===== src/hw/bus_pkg.sv =====
////////////////////////////////////////////////////////////////////////////
// bus signal widths and types
////////////////////////////////////////////////////////////////////////////

package bus_pkg;

   // data bus, one word moves per beat
   localparam int WORD_BITS = 32;

   // address bus, driven by the master in the address cycle
   localparam int ADDR_BITS = 16;

   typedef logic [WORD_BITS-1:0] word_t;  // one data word on d_in / d_out
   typedef logic [ADDR_BITS-1:0] addr_t;  // one address on a_out

   // a line is WORDS words packed low word first, so word 0 sits in
   // bits [WORD_BITS-1:0] of the line ports
   // the line width depends on the WORDS module parameter and is
   // therefore built in each module from WORD_BITS

   // every transfer is a whole line, the bus carries no size field

endpackage


===== src/hw/ctrl_pkg.sv =====
////////////////////////////////////////////////////////////////////////////
// bus controller state and beat index
////////////////////////////////////////////////////////////////////////////

package ctrl_pkg;

   // one-hot controller state
   //   idle    waiting for a unit request or a slave select
   //   request br raised, waiting for bg
   //   master  address phase, waiting for ack_in
   //   write   master drives the line on d_out
   //   slave   selected by another master, ack_out high
   //   read    line captured from d_in (master read or slave write)
   typedef enum logic [5:0] {
      ST_IDLE    = 6'b00_0001,
      ST_REQUEST = 6'b00_0010,
      ST_MASTER  = 6'b00_0100,
      ST_WRITE   = 6'b00_1000,
      ST_SLAVE   = 6'b01_0000,
      ST_READ    = 6'b10_0000
   } state_e;

   // index of the word in flight, room for up to 8 words per line
   localparam int BEAT_BITS = 3;
   typedef logic [BEAT_BITS-1:0] beat_t;

endpackage


===== src/hw/beat_counter.sv =====
////////////////////////////////////////////////////////////////////////////
// data beat counter
////////////////////////////////////////////////////////////////////////////

`timescale 1ns/1ps

module beat_counter #(
   parameter int WORDS = 4          // words per line
) (
   input  logic             bus_clk,
   input  logic             rst_n,
   input  logic             count_start,  // data phase begins next cycle
   input  logic             count_en,     // one word moves this cycle
   output ctrl_pkg::beat_t  beat,         // word index, 0 first
   output logic             last_beat
);

   // wide enough to hold WORDS itself
   localparam int REM_BITS = $clog2(WORDS + 1);

   logic [REM_BITS-1:0] remain_q;   // words still to move

   always_ff @(posedge bus_clk or negedge rst_n) begin
      if (!rst_n) begin
         remain_q <= '0;
         beat     <= '0;
      end else if (count_start) begin
         remain_q <= REM_BITS'(WORDS);
         beat     <= '0;
      end else if (count_en) begin
         remain_q <= remain_q - 1'b1;
         beat     <= beat + 1'b1;     // up while remain_q goes down
      end
   end

   // one word left, the current beat closes the line
   assign last_beat = (remain_q == REM_BITS'(1));

endmodule


===== src/hw/transfer_buffer.sv =====
////////////////////////////////////////////////////////////////////////////
// request and line buffer
////////////////////////////////////////////////////////////////////////////

`timescale 1ns/1ps

module transfer_buffer #(
   parameter int WORDS = 4          // words per line
) (
   input  logic                                bus_clk,
   input  logic                                rst_n,
   input  logic                                accept,      // latch request
   input  logic                                capture_en,  // store d_in
   input  ctrl_pkg::beat_t                     beat,
   input  bus_pkg::addr_t                      mod_a,
   input  logic [WORDS*bus_pkg::WORD_BITS-1:0] mod_write_data,
   input  bus_pkg::word_t                      d_in,
   output bus_pkg::addr_t                      a_out,
   output bus_pkg::word_t                      d_out,
   output logic [WORDS*bus_pkg::WORD_BITS-1:0] mod_read_data
);

   // index bits that address a word inside the line
   localparam int IDX_BITS = (WORDS > 1) ? $clog2(WORDS) : 1;

   bus_pkg::addr_t                  addr_q;     // request address
   bus_pkg::word_t [WORDS-1:0]      wr_line_q;  // outgoing line, word 0 low
   bus_pkg::word_t [WORDS-1:0]      rd_line_q;  // captured line
   logic           [IDX_BITS-1:0]   word_idx;

   assign word_idx = beat[IDX_BITS-1:0];

   // request latch, held until the next accepted request
   always_ff @(posedge bus_clk or negedge rst_n) begin
      if (!rst_n) begin
         addr_q    <= '0;
         wr_line_q <= '0;
      end else if (accept) begin
         addr_q    <= mod_a;
         wr_line_q <= mod_write_data;
      end
   end

   // read line fills from word 0 upward, one word per capture beat
   always_ff @(posedge bus_clk or negedge rst_n) begin
      if (!rst_n) begin
         rd_line_q <= '0;
      end else if (capture_en) begin
         rd_line_q[word_idx] <= d_in;
      end
   end

   assign a_out         = addr_q;
   assign d_out         = wr_line_q[word_idx];  // word for the current beat
   assign mod_read_data = rd_line_q;            // stable until next capture

endmodule


===== src/hw/bus_ctrl_fsm.sv =====
////////////////////////////////////////////////////////////////////////////
// bus port control FSM
////////////////////////////////////////////////////////////////////////////

`timescale 1ns/1ps

module bus_ctrl_fsm (
   input  logic bus_clk,
   input  logic rst_n,
   // unit side
   input  logic mod_en,       // request pulse
   input  logic mod_wr,       // 1 = write
   // arbitration side
   input  logic bg,           // grant level
   input  logic ack_in,       // target acknowledge
   input  logic dest_in,      // selected as slave
   input  logic rw_in,        // direction from the remote master
   // datapath
   input  logic last_beat,    // final word of the line
   output logic br,
   output logic ack_out,
   output logic ctrl_oe,      // a_out / rw_out valid
   output logic d_oe,         // d_out valid
   output logic rw_out,
   output logic accept,       // latch the unit request
   output logic count_start,  // load the beat counter
   output logic count_en,     // advance the beat counter
   output logic capture_en,   // store d_in into the read line
   output logic mod_r         // done pulse to the unit
);

   ctrl_pkg::state_e state_q, state_d;

   logic wr_q;    // latched direction of our own request
   logic mst_q;   // read state belongs to a master transfer

   logic st_idle;
   logic st_req;
   logic st_mstr;
   logic st_wr;
   logic st_slv;
   logic st_rd;
   logic data_done;

   // state decode
   assign st_idle = (state_q == ctrl_pkg::ST_IDLE);
   assign st_req  = (state_q == ctrl_pkg::ST_REQUEST);
   assign st_mstr = (state_q == ctrl_pkg::ST_MASTER);
   assign st_wr   = (state_q == ctrl_pkg::ST_WRITE);
   assign st_slv  = (state_q == ctrl_pkg::ST_SLAVE);
   assign st_rd   = (state_q == ctrl_pkg::ST_READ);

   // next state
   always_comb begin
      state_d = state_q;
      case (state_q)
         ctrl_pkg::ST_IDLE: begin
            if (dest_in)              // slave select beats a local request
               state_d = ctrl_pkg::ST_SLAVE;
            else if (mod_en)
               state_d = ctrl_pkg::ST_REQUEST;
         end
         ctrl_pkg::ST_REQUEST: begin
            if (bg)
               state_d = ctrl_pkg::ST_MASTER;
         end
         ctrl_pkg::ST_MASTER: begin
            if (ack_in)
               state_d = wr_q ? ctrl_pkg::ST_WRITE : ctrl_pkg::ST_READ;
         end
         ctrl_pkg::ST_WRITE: begin
            if (last_beat)
               state_d = ctrl_pkg::ST_IDLE;
         end
         ctrl_pkg::ST_SLAVE: begin
            // remote write brings a line in, anything else is dropped
            state_d = rw_in ? ctrl_pkg::ST_READ : ctrl_pkg::ST_IDLE;
         end
         ctrl_pkg::ST_READ: begin
            if (last_beat)
               state_d = ctrl_pkg::ST_IDLE;
         end
         default: state_d = ctrl_pkg::ST_IDLE;  // illegal code, recover
      endcase
   end

   // strobes, all decoded from the current state
   assign accept      = st_idle & mod_en & ~dest_in;
   assign br          = st_req | st_mstr | st_wr | (st_rd & mst_q);
   assign ctrl_oe     = st_mstr | st_wr | (st_rd & mst_q);
   assign rw_out      = wr_q & ctrl_oe;
   assign d_oe        = st_wr;
   assign ack_out     = st_slv;   // one cycle in the slave state
   assign count_start = (st_mstr & ack_in) | (st_slv & rw_in);
   assign count_en    = st_wr | st_rd;
   assign capture_en  = st_rd;
   assign data_done   = count_en & last_beat;

   always_ff @(posedge bus_clk or negedge rst_n) begin
      if (!rst_n) begin
         state_q <= ctrl_pkg::ST_IDLE;
         wr_q    <= 1'b0;
         mst_q   <= 1'b0;
         mod_r   <= 1'b0;
      end else begin
         state_q <= state_d;
         mod_r   <= data_done;    // pulse lands in idle
         if (accept) begin
            wr_q  <= mod_wr;
            mst_q <= 1'b1;
         end else if (st_idle & dest_in) begin
            mst_q <= 1'b0;        // slave role, keep br low in read
         end
      end
   end

endmodule


===== src/hw/bus_port_top.sv =====
////////////////////////////////////////////////////////////////////////////
// bus port top level
////////////////////////////////////////////////////////////////////////////

`timescale 1ns/1ps

module bus_port_top #(
   parameter int WORDS = 4          // words per line, 4 gives 16 bytes
) (
   input  logic                                bus_clk,
   input  logic                                rst_n,
   // unit side
   input  logic                                mod_en,
   input  logic                                mod_wr,
   input  bus_pkg::addr_t                      mod_a,
   input  logic [WORDS*bus_pkg::WORD_BITS-1:0] mod_write_data,
   output logic [WORDS*bus_pkg::WORD_BITS-1:0] mod_read_data,
   output logic                                mod_r,
   // arbitration side
   output logic                                br,
   input  logic                                bg,
   output logic                                ack_out,
   input  logic                                ack_in,
   input  logic                                dest_in,
   // bus side, split in / out / enable
   input  bus_pkg::word_t                      d_in,
   output bus_pkg::word_t                      d_out,
   output logic                                d_oe,
   output bus_pkg::addr_t                      a_out,
   output logic                                rw_out,
   input  logic                                rw_in,
   output logic                                ctrl_oe
);

   logic            accept;
   logic            count_start;
   logic            count_en;
   logic            capture_en;
   logic            last_beat;
   ctrl_pkg::beat_t beat;

   bus_ctrl_fsm u_fsm (
      .bus_clk     (bus_clk),
      .rst_n       (rst_n),
      .mod_en      (mod_en),
      .mod_wr      (mod_wr),
      .bg          (bg),
      .ack_in      (ack_in),
      .dest_in     (dest_in),
      .rw_in       (rw_in),
      .last_beat   (last_beat),
      .br          (br),
      .ack_out     (ack_out),
      .ctrl_oe     (ctrl_oe),
      .d_oe        (d_oe),
      .rw_out      (rw_out),
      .accept      (accept),
      .count_start (count_start),
      .count_en    (count_en),
      .capture_en  (capture_en),
      .mod_r       (mod_r)
   );

   // tracks which word of the line is on the bus
   beat_counter #(.WORDS(WORDS)) u_beat (
      .bus_clk     (bus_clk),
      .rst_n       (rst_n),
      .count_start (count_start),
      .count_en    (count_en),
      .beat        (beat),
      .last_beat   (last_beat)
   );

   transfer_buffer #(.WORDS(WORDS)) u_buf (
      .bus_clk        (bus_clk),
      .rst_n          (rst_n),
      .accept         (accept),
      .capture_en     (capture_en),
      .beat           (beat),
      .mod_a          (mod_a),
      .mod_write_data (mod_write_data),
      .d_in           (d_in),
      .a_out          (a_out),
      .d_out          (d_out),
      .mod_read_data  (mod_read_data)
   );

endmodule


===== config.mk =====
export PLATFORM = sky130hd
export DESIGN_NAME = bus_port_top
export DESIGN_NICKNAME = d
export VERILOG_FILES = /design/src/hw/bus_pkg.sv /design/src/hw/ctrl_pkg.sv /design/src/hw/beat_counter.sv /design/src/hw/transfer_buffer.sv /design/src/hw/bus_ctrl_fsm.sv /design/src/hw/bus_port_top.sv
export SDC_FILE = /design/constraint.sdc
export NUM_CORES = 1
export LEC_CHECK = 0
export ABC_AREA = 1
export BUFFER_PORTS_ARGS = -buffer_cell sky130_fd_sc_hd__buf_2
export CELL_PAD_IN_SITES_DETAIL_PLACEMENT = 2
export CELL_PAD_IN_SITES_GLOBAL_PLACEMENT = 2
export CORE_MARGIN = 1
export CORE_UTILIZATION = 30
export CTS_BUF_LIST = sky130_fd_sc_hd__clkbuf_16
export DETAILED_ROUTE_END_ITERATION = 16
export GPL_ROUTABILITY_DRIVEN = 0
export PLACE_DENSITY = 0.92
export RECOVER_POWER = 25
export SLEW_MARGIN = 20
export SYNTH_ARGS = -nofsm -noshare
export SYNTH_HDL_FRONTEND = slang
export SYNTH_SLANG_ARGS = --single-unit

===== constraint.sdc =====
create_clock -name bus_clk -period 2.6 [get_ports bus_clk]
set_clock_uncertainty 0.2 [all_clocks]
set_input_delay 0.52 -clock bus_clk [delete_from_list [all_inputs] [get_ports bus_clk]]
set_output_delay 0.52 -clock bus_clk [all_outputs]
set_load 0.05 [all_outputs]

==> impl_metrics.env, run 1 <==
export IMPL_antenna_found_initial=20
export IMPL_power_density_nw_per_um2=1460
export IMPL_cp_start_kind="flop"
export IMPL_rrSetupSlack_ps=270
export IMPL_whs_ps=22.2
export IMPL_drv_cap=0
export IMPL_ir_worst_vdd_uv=845
export IMPL_max_clock_freq_ghz=0.387
export IMPL_ant_nets=0
export IMPL_synth_top_area_share_pct=60.0
export IMPL_cp_num_buf_inv=3
export IMPL_synth_area_leaders="dfrtp_1, nand2_1, o21ai_0"
export IMPL_power_leakage_nw=8.42
export IMPL_final_nets=1905
export IMPL_grt_overflow=0
export IMPL_crit_fanout=26
export IMPL_drive_gt1_share_pct=28.5
export IMPL_grt_pass1_vias=13200
export IMPL_fin_area_um2=16000
export IMPL_io_pins=366
export IMPL_setup_viol=0
export IMPL_htreeDepth=2
export IMPL_worst_slew_pin_slew_ps=672
export IMPL_ys_flop_type="dfrtp_1"
export IMPL_rsz0062_at_grt="yes"
export IMPL_dpl_hpwl_um=32100
export IMPL_synth_commonest_cells="nand2_1, dfrtp_1, o21ai_0, nand3_1, nor2_1"
export IMPL_post_route_drc_count=0
export IMPL_yosysWarnings=0
export IMPL_synth_area_um2=11900
export IMPL_hold_path_class="primary input to flop"
export IMPL_clkLatencyLatePin_ps=530
export IMPL_filler_cell_count=4253
export IMPL_syn2layout_area_growth_pct=34.4
export IMPL_endpoint_kind="output port"
export IMPL_die_h_um=201
export IMPL_min_period_over_period_pct=99.5
export IMPL_numPortBuffers=365
export IMPL_clk_pin_slew_ps=60
export IMPL_hold_violations=0
export IMPL_tns_ps=0
export IMPL_yosysTopAreaCell="dfrtp_1"
export IMPL_fp_dieW_um=201
export IMPL_crit_slowest_cell="dfrtp_2"
export IMPL_arrival_ps=1870
export IMPL_layoutNonFillerInstCount=2265
export IMPL_critPathRequiredTime_ps=1880
export IMPL_avgSynthCellArea_um2=8.73
export IMPL_path_class="flop to output port"
export IMPL_first_iter_violations=495
export IMPL_initial_utilization_pct=30.6
export IMPL_dieArea_um2=40400
export IMPL_path_cells="inv_4 > clkbuf_16 > o21ai_0 > o22ai_2 > buf_6"
export IMPL_clock_path_buffers=3
export IMPL_clock_sinks=286
export IMPL_synth_seq_cells=286
export IMPL_status="completed"
export IMPL_track_usage_pct=24.2
export IMPL_placedInstanceArea_um2=14600
export IMPL_synth_cells=1361
export IMPL_wl_per_cell_um=21.8
export IMPL_cts_root_buf="clkbuf_16"
export IMPL_cts_tree="yes"
export IMPL_core_um2=38800
export IMPL_synth_cell_types=23
export IMPL_synth_nets=1551
export IMPL_yosysMostFrequentCell="nand2_1"
export IMPL_grt_max_degree=125
export IMPL_row_count=72
export IMPL_max_slew_margin_pct=55.2
export IMPL_firstDrtPassIters=4
export IMPL_grt_pass1_wl_um=76700
export IMPL_drv_slew=0
export IMPL_place_inst=2183
export IMPL_cp_top_family="buffers and inverters"
export IMPL_vias=11500
export IMPL_ys_seq_area_share_pct=60.2
export IMPL_cts_buffers=34
export IMPL_fin_crit_ps=2590
export IMPL_async_flop_share_pct=100
export IMPL_slowest_delay_ps=440
export IMPL_routed_wl_um=49300
export IMPL_avgViaCountPerCell=5.09
export IMPL_synth_edf_count=0
flip-flops by register name (all words and copies together) (netlist names):
signal               flops
u_fsm.state_q            6
u_buf.mod_read_data    128
u_beat.remain_q          3
u_fsm.mod_r              1
u_fsm.wr_q               1
u_buf.a_out             16
u_fsm.mst_q              1
u_buf.wr_line_q        128
u_beat.beat              2
worst paths after layout:
kind / startpoint / end / cells past startpoint
max reg2reg: u_fsm.state_q[0]$_DFFE_PN1P_ / u_buf.wr_line_q[24]$_DFFE_PN0P_ / 7
min: mod_write_data[21] / u_buf.wr_line_q[21]$_DFFE_PN0P_ / 3
max: u_beat.beat[0]$_DFFE_PN0P_ / d_out[19] / 5
max in group asynchronous: rst_n / u_buf.wr_line_q[73]$_DFFE_PN0P_ / 3
min reg2reg: u_buf.wr_line_q[93]$_DFFE_PN0P_ / u_buf.wr_line_q[93]$_DFFE_PN0P_ / 2
min in group asynchronous: rst_n / u_buf.mod_read_data[42]$_DFFE_PN0P_ / 2
layout make-up:
class / instances / area (um2) / area share (%)
diodes: 8 / 20.0 / 0.125
clock inverters: 23 / 124 / 0.775
inverters: 53 / 201 / 1.26
flip-flops and latches: 286 / 7160 / 44.8
multi-input cells: 931 / 4360 / 27.3
repair buffers: 409 / 2540 / 15.9
well taps: 518 / 648 / 4.06
clock buffers: 37 / 926 / 5.80
layout by cell type (no fill, tap or decap), types with 4 or more instances in the layout:
master           n
dlygate4sd3_1    9
nor2_1          78
nand3_1        151
clkinv_1         8
ha_1             6
nand2_1        444
dfrtp_1        283
inv_1           58
o22ai_2         32
clkinv_2         5
o21ai_1          5
buf_4           40
buf_12          12
clkbuf_16       40
o21ai_0        190
diode_2          8
nor2_4           4
buf_2          328
buf_6           15
a21oi_1          4
nand4_1          5
nand2_2          4
per-stage QoR:
stage	power (mW)	worst slack (ps)	utilization (%)
3_5_place_dp	18.0	365	37.5
4_1_cts	23.3	-14.3	40.8
5_1_grt	24.5	-76.2	41.1
6_report	23.3	13.3	41.1
2_1_floorplan	14.7	149	-
3_3_place_gp	17.3	441	37.5
worst reg2reg max path: cells and delay by family (launching register included):
family	cells	cell delay, ps
flip-flops	1	580
AND/OR/NAND/NOR	5	1060
buffers and inverters	2	440
cells by family after synthesis:
logic type | count (synthesis) | share of synthesized area, %
simple gates | 693 | 24.0
flops | 286 | 60.2
compound gates | 232 | 10.1
buf+inv | 144 | 4.97
fa+ha+maj | 6 | 0.632
where the power goes:
group          internal [mW]  switching, mW
clock                   2.65           1.91
combinational           3.02           8.40
sequential              6.20           1.16
total                   11.9           11.5
metal layers:
| layer | wire length [um] | vias to the layer above | track usage [%] |
|---|---|---|---|
| met1 | 19200 | 5873 | 27.8 |
| met3 | 3380 | 111 | 6.61 |
| met4 | 1430 | 22 | 8.62 |
| met5 | 148 | - | 0 |
| met2 | 25100 | 378 | 42.8 |
| li1 | - | 5145 | - |
repair_timing:
| action | 4_1_cts | 5_1_grt |
|---|---|---|
| endpoints found under the setup margin | 34 | 25 |
| pin swaps | 2 | 2 |
| cloned | 0 | 3 |
| hold buffers | 9 | 0 |
| endpoints found under the hold margin | 60 | 0 |
| gates resized for setup | 46 | 16 |
| setup buffers | 1 | 1 |
No activity file was read; power rests on OpenSTA's default activity.
==> run 2: changes to the inputs <==
Settings changed: CELL_PAD_IN_SITES_DETAIL_PLACEMENT 2 to 1, SKIP_CTS_REPAIR_TIMING set to 1.
==> run 2 against run 1 <==
Against the previous run: sequential share of layout area rose by 0.38 points; die area is the same; combinational power is 4% lower; clock-buffer cell count did not move; first-iteration DRC count is 10% lower; cell count shrank 0.44%; setup slack improved by 51 ps; sequential power decreased by 2%; largest cell class unchanged; power down 2.8%; design area shrank 0.83%.
==> impl_metrics.env, run 2 (same netlist as run 1, synthesis figures left out) <==
export IMPL_status="completed"
export IMPL_core_um2=38800
export IMPL_p_clk_share_pct=20.5
export IMPL_clock_sinks=286
export IMPL_drive_gt1_share_pct=28.4
export IMPL_rrSetupSlack_ps=320
export IMPL_cts_root_buf="clkbuf_16"
export IMPL_critPathRequiredTime_ps=1880
export IMPL_hold_path_class="primary input to flop"
export IMPL_grt_max_degree=125
export IMPL_finalPower_mw=22.7
export IMPL_endpoint_kind="output port"
export IMPL_syn2layout_area_growth_pct=33.3
export IMPL_crit_fanout=26
export IMPL_drv_slew=0
export IMPL_power_density_nw_per_um2=1430
export IMPL_path_class="flop to output port"
export IMPL_antenna_found_initial=16
export IMPL_final_nets=1898
export IMPL_track_usage_pct=19.7
export IMPL_power_leakage_nw=8.34
export IMPL_grt_pass1_wl_um=63900
export IMPL_dieArea_um2=40400
export IMPL_path_cells="inv_2 > clkbuf_16 > nor2_1 > o22ai_2 > buf_4"
export IMPL_die_h_um=201
export IMPL_initial_utilization_pct=30.6
export IMPL_power_frac_comb_pct=47.9
export IMPL_grt_overflow=0
export IMPL_fin_ws_ps=64.5
export IMPL_drv_cap=0
export IMPL_routed_wl_um=39700
export IMPL_first_iter_violations=444
export IMPL_wl_per_cell_um=17.6
export IMPL_grt_pass1_vias=11600
export IMPL_ir_worst_vdd_uv=665
export IMPL_cts_tree="yes"
export IMPL_final_common_cell="nand2_1"
export IMPL_cts_buffers=35
export IMPL_max_slew_margin_pct=25.9
export IMPL_fp_dieW_um=201
export IMPL_clk_pin_slew_ps=60
export IMPL_p_sw_share_pct=47.6
export IMPL_most_common_layout_cells="nand2_1, buf_2, dfrtp_1"
export IMPL_firstDrtPassIters=4
export IMPL_cp_start_kind="flop"
export IMPL_hold_violations=0
export IMPL_vias=10900
export IMPL_slowest_delay_ps=430
export IMPL_clkLatencyLatePin_ps=520
export IMPL_dpl_hpwl_um=26600
export IMPL_post_place_ws_ps=422
export IMPL_fin_crit_ps=2540
export IMPL_ant_nets=0
export IMPL_post_route_drc_count=0
export IMPL_min_period_over_period_pct=97.5
export IMPL_setup_viol=0
export IMPL_rsz0062_at_grt="yes"
export IMPL_filler_cell_count=4624
export IMPL_clock_path_buffers=3
export IMPL_worst_slew_pin_slew_ps=1110
export IMPL_switching_power_mw=10.8
export IMPL_numPortBuffers=365
export IMPL_max_clock_freq_ghz=0.394
export IMPL_power_frac_seq_pct=31.6
export IMPL_arrival_ps=1820
export IMPL_row_count=72
export IMPL_multiInputGateArea_um2=4350
export IMPL_io_pins=366
export IMPL_internal_power_mw=11.9
export IMPL_htreeDepth=2
export IMPL_seq_area_um2=7160
export IMPL_avgViaCountPerCell=4.84
export IMPL_crit_slowest_cell="dfrtp_2"
run 2: cell count changes in the layout (fill, tap and decap cells not counted), moves of 2 or more:
cell and change:
buf_6 -3, buf_2 +2, clkbuf_1 +4, o21ai_0 +5, dlygate4sd3_1 -8, o21ai_1 -5, buf_4 -5, clkinvlp_4 +2
inv_1 -2, clkbuf_4 +5, buf_12 -2, diode_2 -3
run 2: routing by layer:
layer / vias to the layer above / GRT usage [%] / share of wire [%]
met2: 358 / 32.1 / 47
met4: 20 / 5.18 / 1.8
met1: 5342 / 24.9 / 43
met3: 67 / 6.61 / 8.2
met5: - / 0 / 0.33
li1: 5135 / - / -
run 2: worst paths after layout:
path	from	to	depth (start not counted)
worst max register to register	u_fsm.state_q[0]$_DFFE_PN1P_	u_buf.wr_line_q[88]$_DFFE_PN0P_	7
max in group asynchronous	rst_n	u_buf.mod_read_data[49]$_DFFE_PN0P_	3
worst min-delay path	mod_write_data[122]	u_buf.wr_line_q[122]$_DFFE_PN0P_	3
min in group asynchronous	rst_n	u_buf.mod_read_data[18]$_DFFE_PN0P_	2
worst max-delay path	u_beat.beat[0]$_DFFE_PN0P_	d_out[16]	5
worst min register to register	u_buf.wr_line_q[50]$_DFFE_PN0P_	u_buf.wr_line_q[50]$_DFFE_PN0P_	2
run 2: layout make-up:
cell class	count	share of cell area, %
clock buffer	37	5.84
clock inverter	24	1.01
multi-input combinational	931	27.5
antenna	5	0.0790
sequential	286	45.2
inverter	53	1.26
tap	518	4.09
timing repair buffer	401	15.1
run 2: power groups by stage:
stage / logic (mW) / registers [mW] / clock network [mW]
floorplan: 5.03 / 9.65 / 0
global placement: 10.2 / 7.13 / 0
detailed placement: 10.4 / 7.21 / 0
CTS: 10.5 / 7.17 / 4.78
global route: 11.7 / 7.40 / 4.95
finish: 10.9 / 7.18 / 4.64
run 2: per-stage QoR:
stage                     hold WS [ps]  area, um2  instances  utilization, %  TNS [ps]
final                             21.5      15800       2255            40.8         0
after global routing             0.839      15800       2251            40.8     -38.4
after CTS                         -268      15600       2244            40.3      -879
after detailed placement           253      14600       2183            37.5         0
after global placement             250      14600       2183            37.5         0
after floorplan                   24.4      12100       1361               -         0
run 2: worst max-delay path, delay by kind of cell (launching register included):
family / cells / cell delay (ps)
compound gates: 1 / 190
simple gates: 1 / 70
flops: 1 / 430
buf+inv: 3 / 600
==> run 3: changes to the inputs <==
Settings changed: CORE_UTILIZATION 30 to 29, PLACE_DENSITY 0.92 to 0.9, SYNTH_HIERARCHICAL set to 1.
==> run 3 against run 2 <==
Against the previous run: the run now ends with hold timing left; first-iteration DRC count is 48% higher; register-to-register slack better by 40 ps; critical path type unchanged; cell count is 14% higher; maximum frequency is 1.8% lower; area after synthesis is 6.0% higher; combinational power hardly changed; largest power group unchanged; clock power is 5.8% higher; power is 1.2% higher; clock-buffer cell count is 2 lower; die area is 9.5% higher; critical path depth stayed put.
==> impl_metrics.env, run 3 <==
export IMPL_fin_ws_ps=17.5
export IMPL_rsz0062_at_grt="yes"
export IMPL_synth_cells=1583
export IMPL_max_slew_margin_pct=32.0
export IMPL_power_leakage_nw=8.64
export IMPL_power_density_nw_per_um2=1360
export IMPL_ir_worst_vdd_uv=606
export IMPL_htreeDepth=2
export IMPL_switching_power_mw=10.9
export IMPL_ant_nets=0
export IMPL_avgViaCountPerCell=4.53
export IMPL_hold_path_class="primary input to flop"
export IMPL_clock_path_buffers=3
export IMPL_initial_utilization_pct=29.7
export IMPL_place_inst=2469
export IMPL_avgSynthCellArea_um2=7.95
export IMPL_grt_pass1_vias=12200
export IMPL_p_clk_share_pct=21.4
export IMPL_min_period_over_period_pct=99.3
export IMPL_power_frac_seq_pct=31.5
export IMPL_clkLatencyLatePin_ps=550
export IMPL_dieArea_um2=44300
export IMPL_whs_ps=-11.9
export IMPL_critPathRequiredTime_ps=1880
export IMPL_first_iter_violations=657
export IMPL_numPortBuffers=365
export IMPL_syn2layout_area_growth_pct=34.0
export IMPL_cts_buffers=35
export IMPL_yosysWarnings=6
export IMPL_wl_per_cell_um=17.4
export IMPL_drv_slew=0
export IMPL_drive_gt1_share_pct=25.1
export IMPL_clk_pin_slew_ps=60
export IMPL_synth_area_um2=12600
export IMPL_dpl_hpwl_um=30000
export IMPL_hold_violations=22
export IMPL_clock_sinks=286
export IMPL_routed_wl_um=44800
export IMPL_internal_power_mw=12.1
export IMPL_drv_cap=0
export IMPL_endpoint_kind="output port"
export IMPL_max_clock_freq_ghz=0.387
export IMPL_most_common_layout_cells="nand2_1, buf_2, dfrtp_1"
export IMPL_hp_start="mod_write_data[91]"
export IMPL_synth_nets=1770
export IMPL_critPathLaunch="u_fsm/state_q[2]$_DFFE_PN0P_"
export IMPL_setup_viol=0
export IMPL_post_place_ws_ps=255
export IMPL_firstDrtPassIters=4
export IMPL_placedInstanceArea_um2=15200
export IMPL_violations="hold timing"
export IMPL_fin_area_um2=16900
export IMPL_die_h_um=210
export IMPL_fp_dieW_um=210
export IMPL_row_count=75
export IMPL_cts_root_buf="clkbuf_16"
export IMPL_power_frac_comb_pct=47.1
export IMPL_post_route_drc_count=0
export IMPL_fin_crit_ps=2580
export IMPL_status="finished with violations"
export IMPL_antenna_found_initial=13
export IMPL_r2r_start="u_fsm/state_q[0]$_DFFE_PN1P_"
export IMPL_layoutNonFillerInstCount=2569
export IMPL_core_um2=42400
export IMPL_worst_slew_pin_slew_ps=1020
export IMPL_grt_pass1_wl_um=68800
export IMPL_vias=11600
export IMPL_track_usage_pct=19.8
export IMPL_cp_start_kind="flop"
export IMPL_path_class="flop to output port"
export IMPL_final_nets=2141
export IMPL_io_pins=366
export IMPL_p_sw_share_pct=47.4
export IMPL_grt_max_degree=79
export IMPL_grt_overflow=0
export IMPL_crit_fanout=7
export IMPL_final_common_cell="nand2_1"
export IMPL_cts_tree="yes"
export IMPL_arrival_ps=1860
==> run 3: changes by cell type in the layout (fill, tap and decap cells not counted), moves of 9 or more <==
| cell | change |
|---|---|
| buf_6 | +16 |
| nand2_2 | +9 |
| dlygate4sd3_1 | +21 |
| o21ai_0 | -16 |
| nor2_1 | -68 |
| nand3_1 | -43 |
| inv_1 | +141 |
| o22ai_2 | -32 |
| buf_4 | -15 |
| nand2_1 | +221 |
==> run 3: cell type report <==
type	count	area, um2
Fill cell	5260	25500
Sequential cell	286	7160
Multi-Input combinational cell	1008	4340
Timing Repair Buffer	423	2710
Clock buffer	35	876
Inverter	200	768
Tap cell	577	722
Clock inverter	28	269
Antenna cell	12	30.0
==> run 3: path summary, 6_finish.rpt <==
check / endpoint / cells after the start / slack (ps)
setup / recovery: rw_out / 5 / 20
hold / removal: u_buf/wr_line_q[91]$_DFFE_PN0P_ / 3 / -10
setup reg to reg: u_buf/mod_read_data[99]$_DFFE_PN0P_ / 7 / 360
hold reg to reg: u_buf/mod_read_data[2]$_DFFE_PN0P_ / 2 / 270
max in group asynchronous: u_buf/mod_read_data[63]$_DFFE_PN0P_ / 3 / 360
min in group asynchronous: u_buf/mod_read_data[21]$_DFFE_PN0P_ / 2 / 500
==> run 3: worst max-delay path: stages (launching register included) <==
cell	delay (ps)
dfrtp_1	390
inv_1	110
nor2_1	200
nand3_2	190
a31oi_1	210
buf_4	220
==> run 3: power by group through the flow <==
stage,registers (mW),logic (mW),clock network (mW)
after floorplan,9.55,4.66,0
after global placement,7.19,9.80,0
after detailed placement,7.27,10.0,0
after CTS,7.23,10.1,5.07
after global routing,7.46,11.7,5.22
final,7.23,10.8,4.91
==> run 3: stage by stage <==
stage	hold slack, ps	setup TNS [ps]	util [%]	total power [mW]
final	-11.9	0	39.8	23.0
after global routing	-14.7	-522	39.8	24.4
after CTS	-250	-3150	38.5	22.4
after detailed placement	253	0	35.8	17.3
after global placement	250	0	35.8	17.0
after floorplan	24.4	0	-	14.2
==> run 3: routing by layer <==
layer  GRT usage (%)  part of all wire [%]
met4            10.3                   4.1
met2            32.8                    48
met1            24.7                    43
met3            3.72                   4.8
met5               0                 0.067
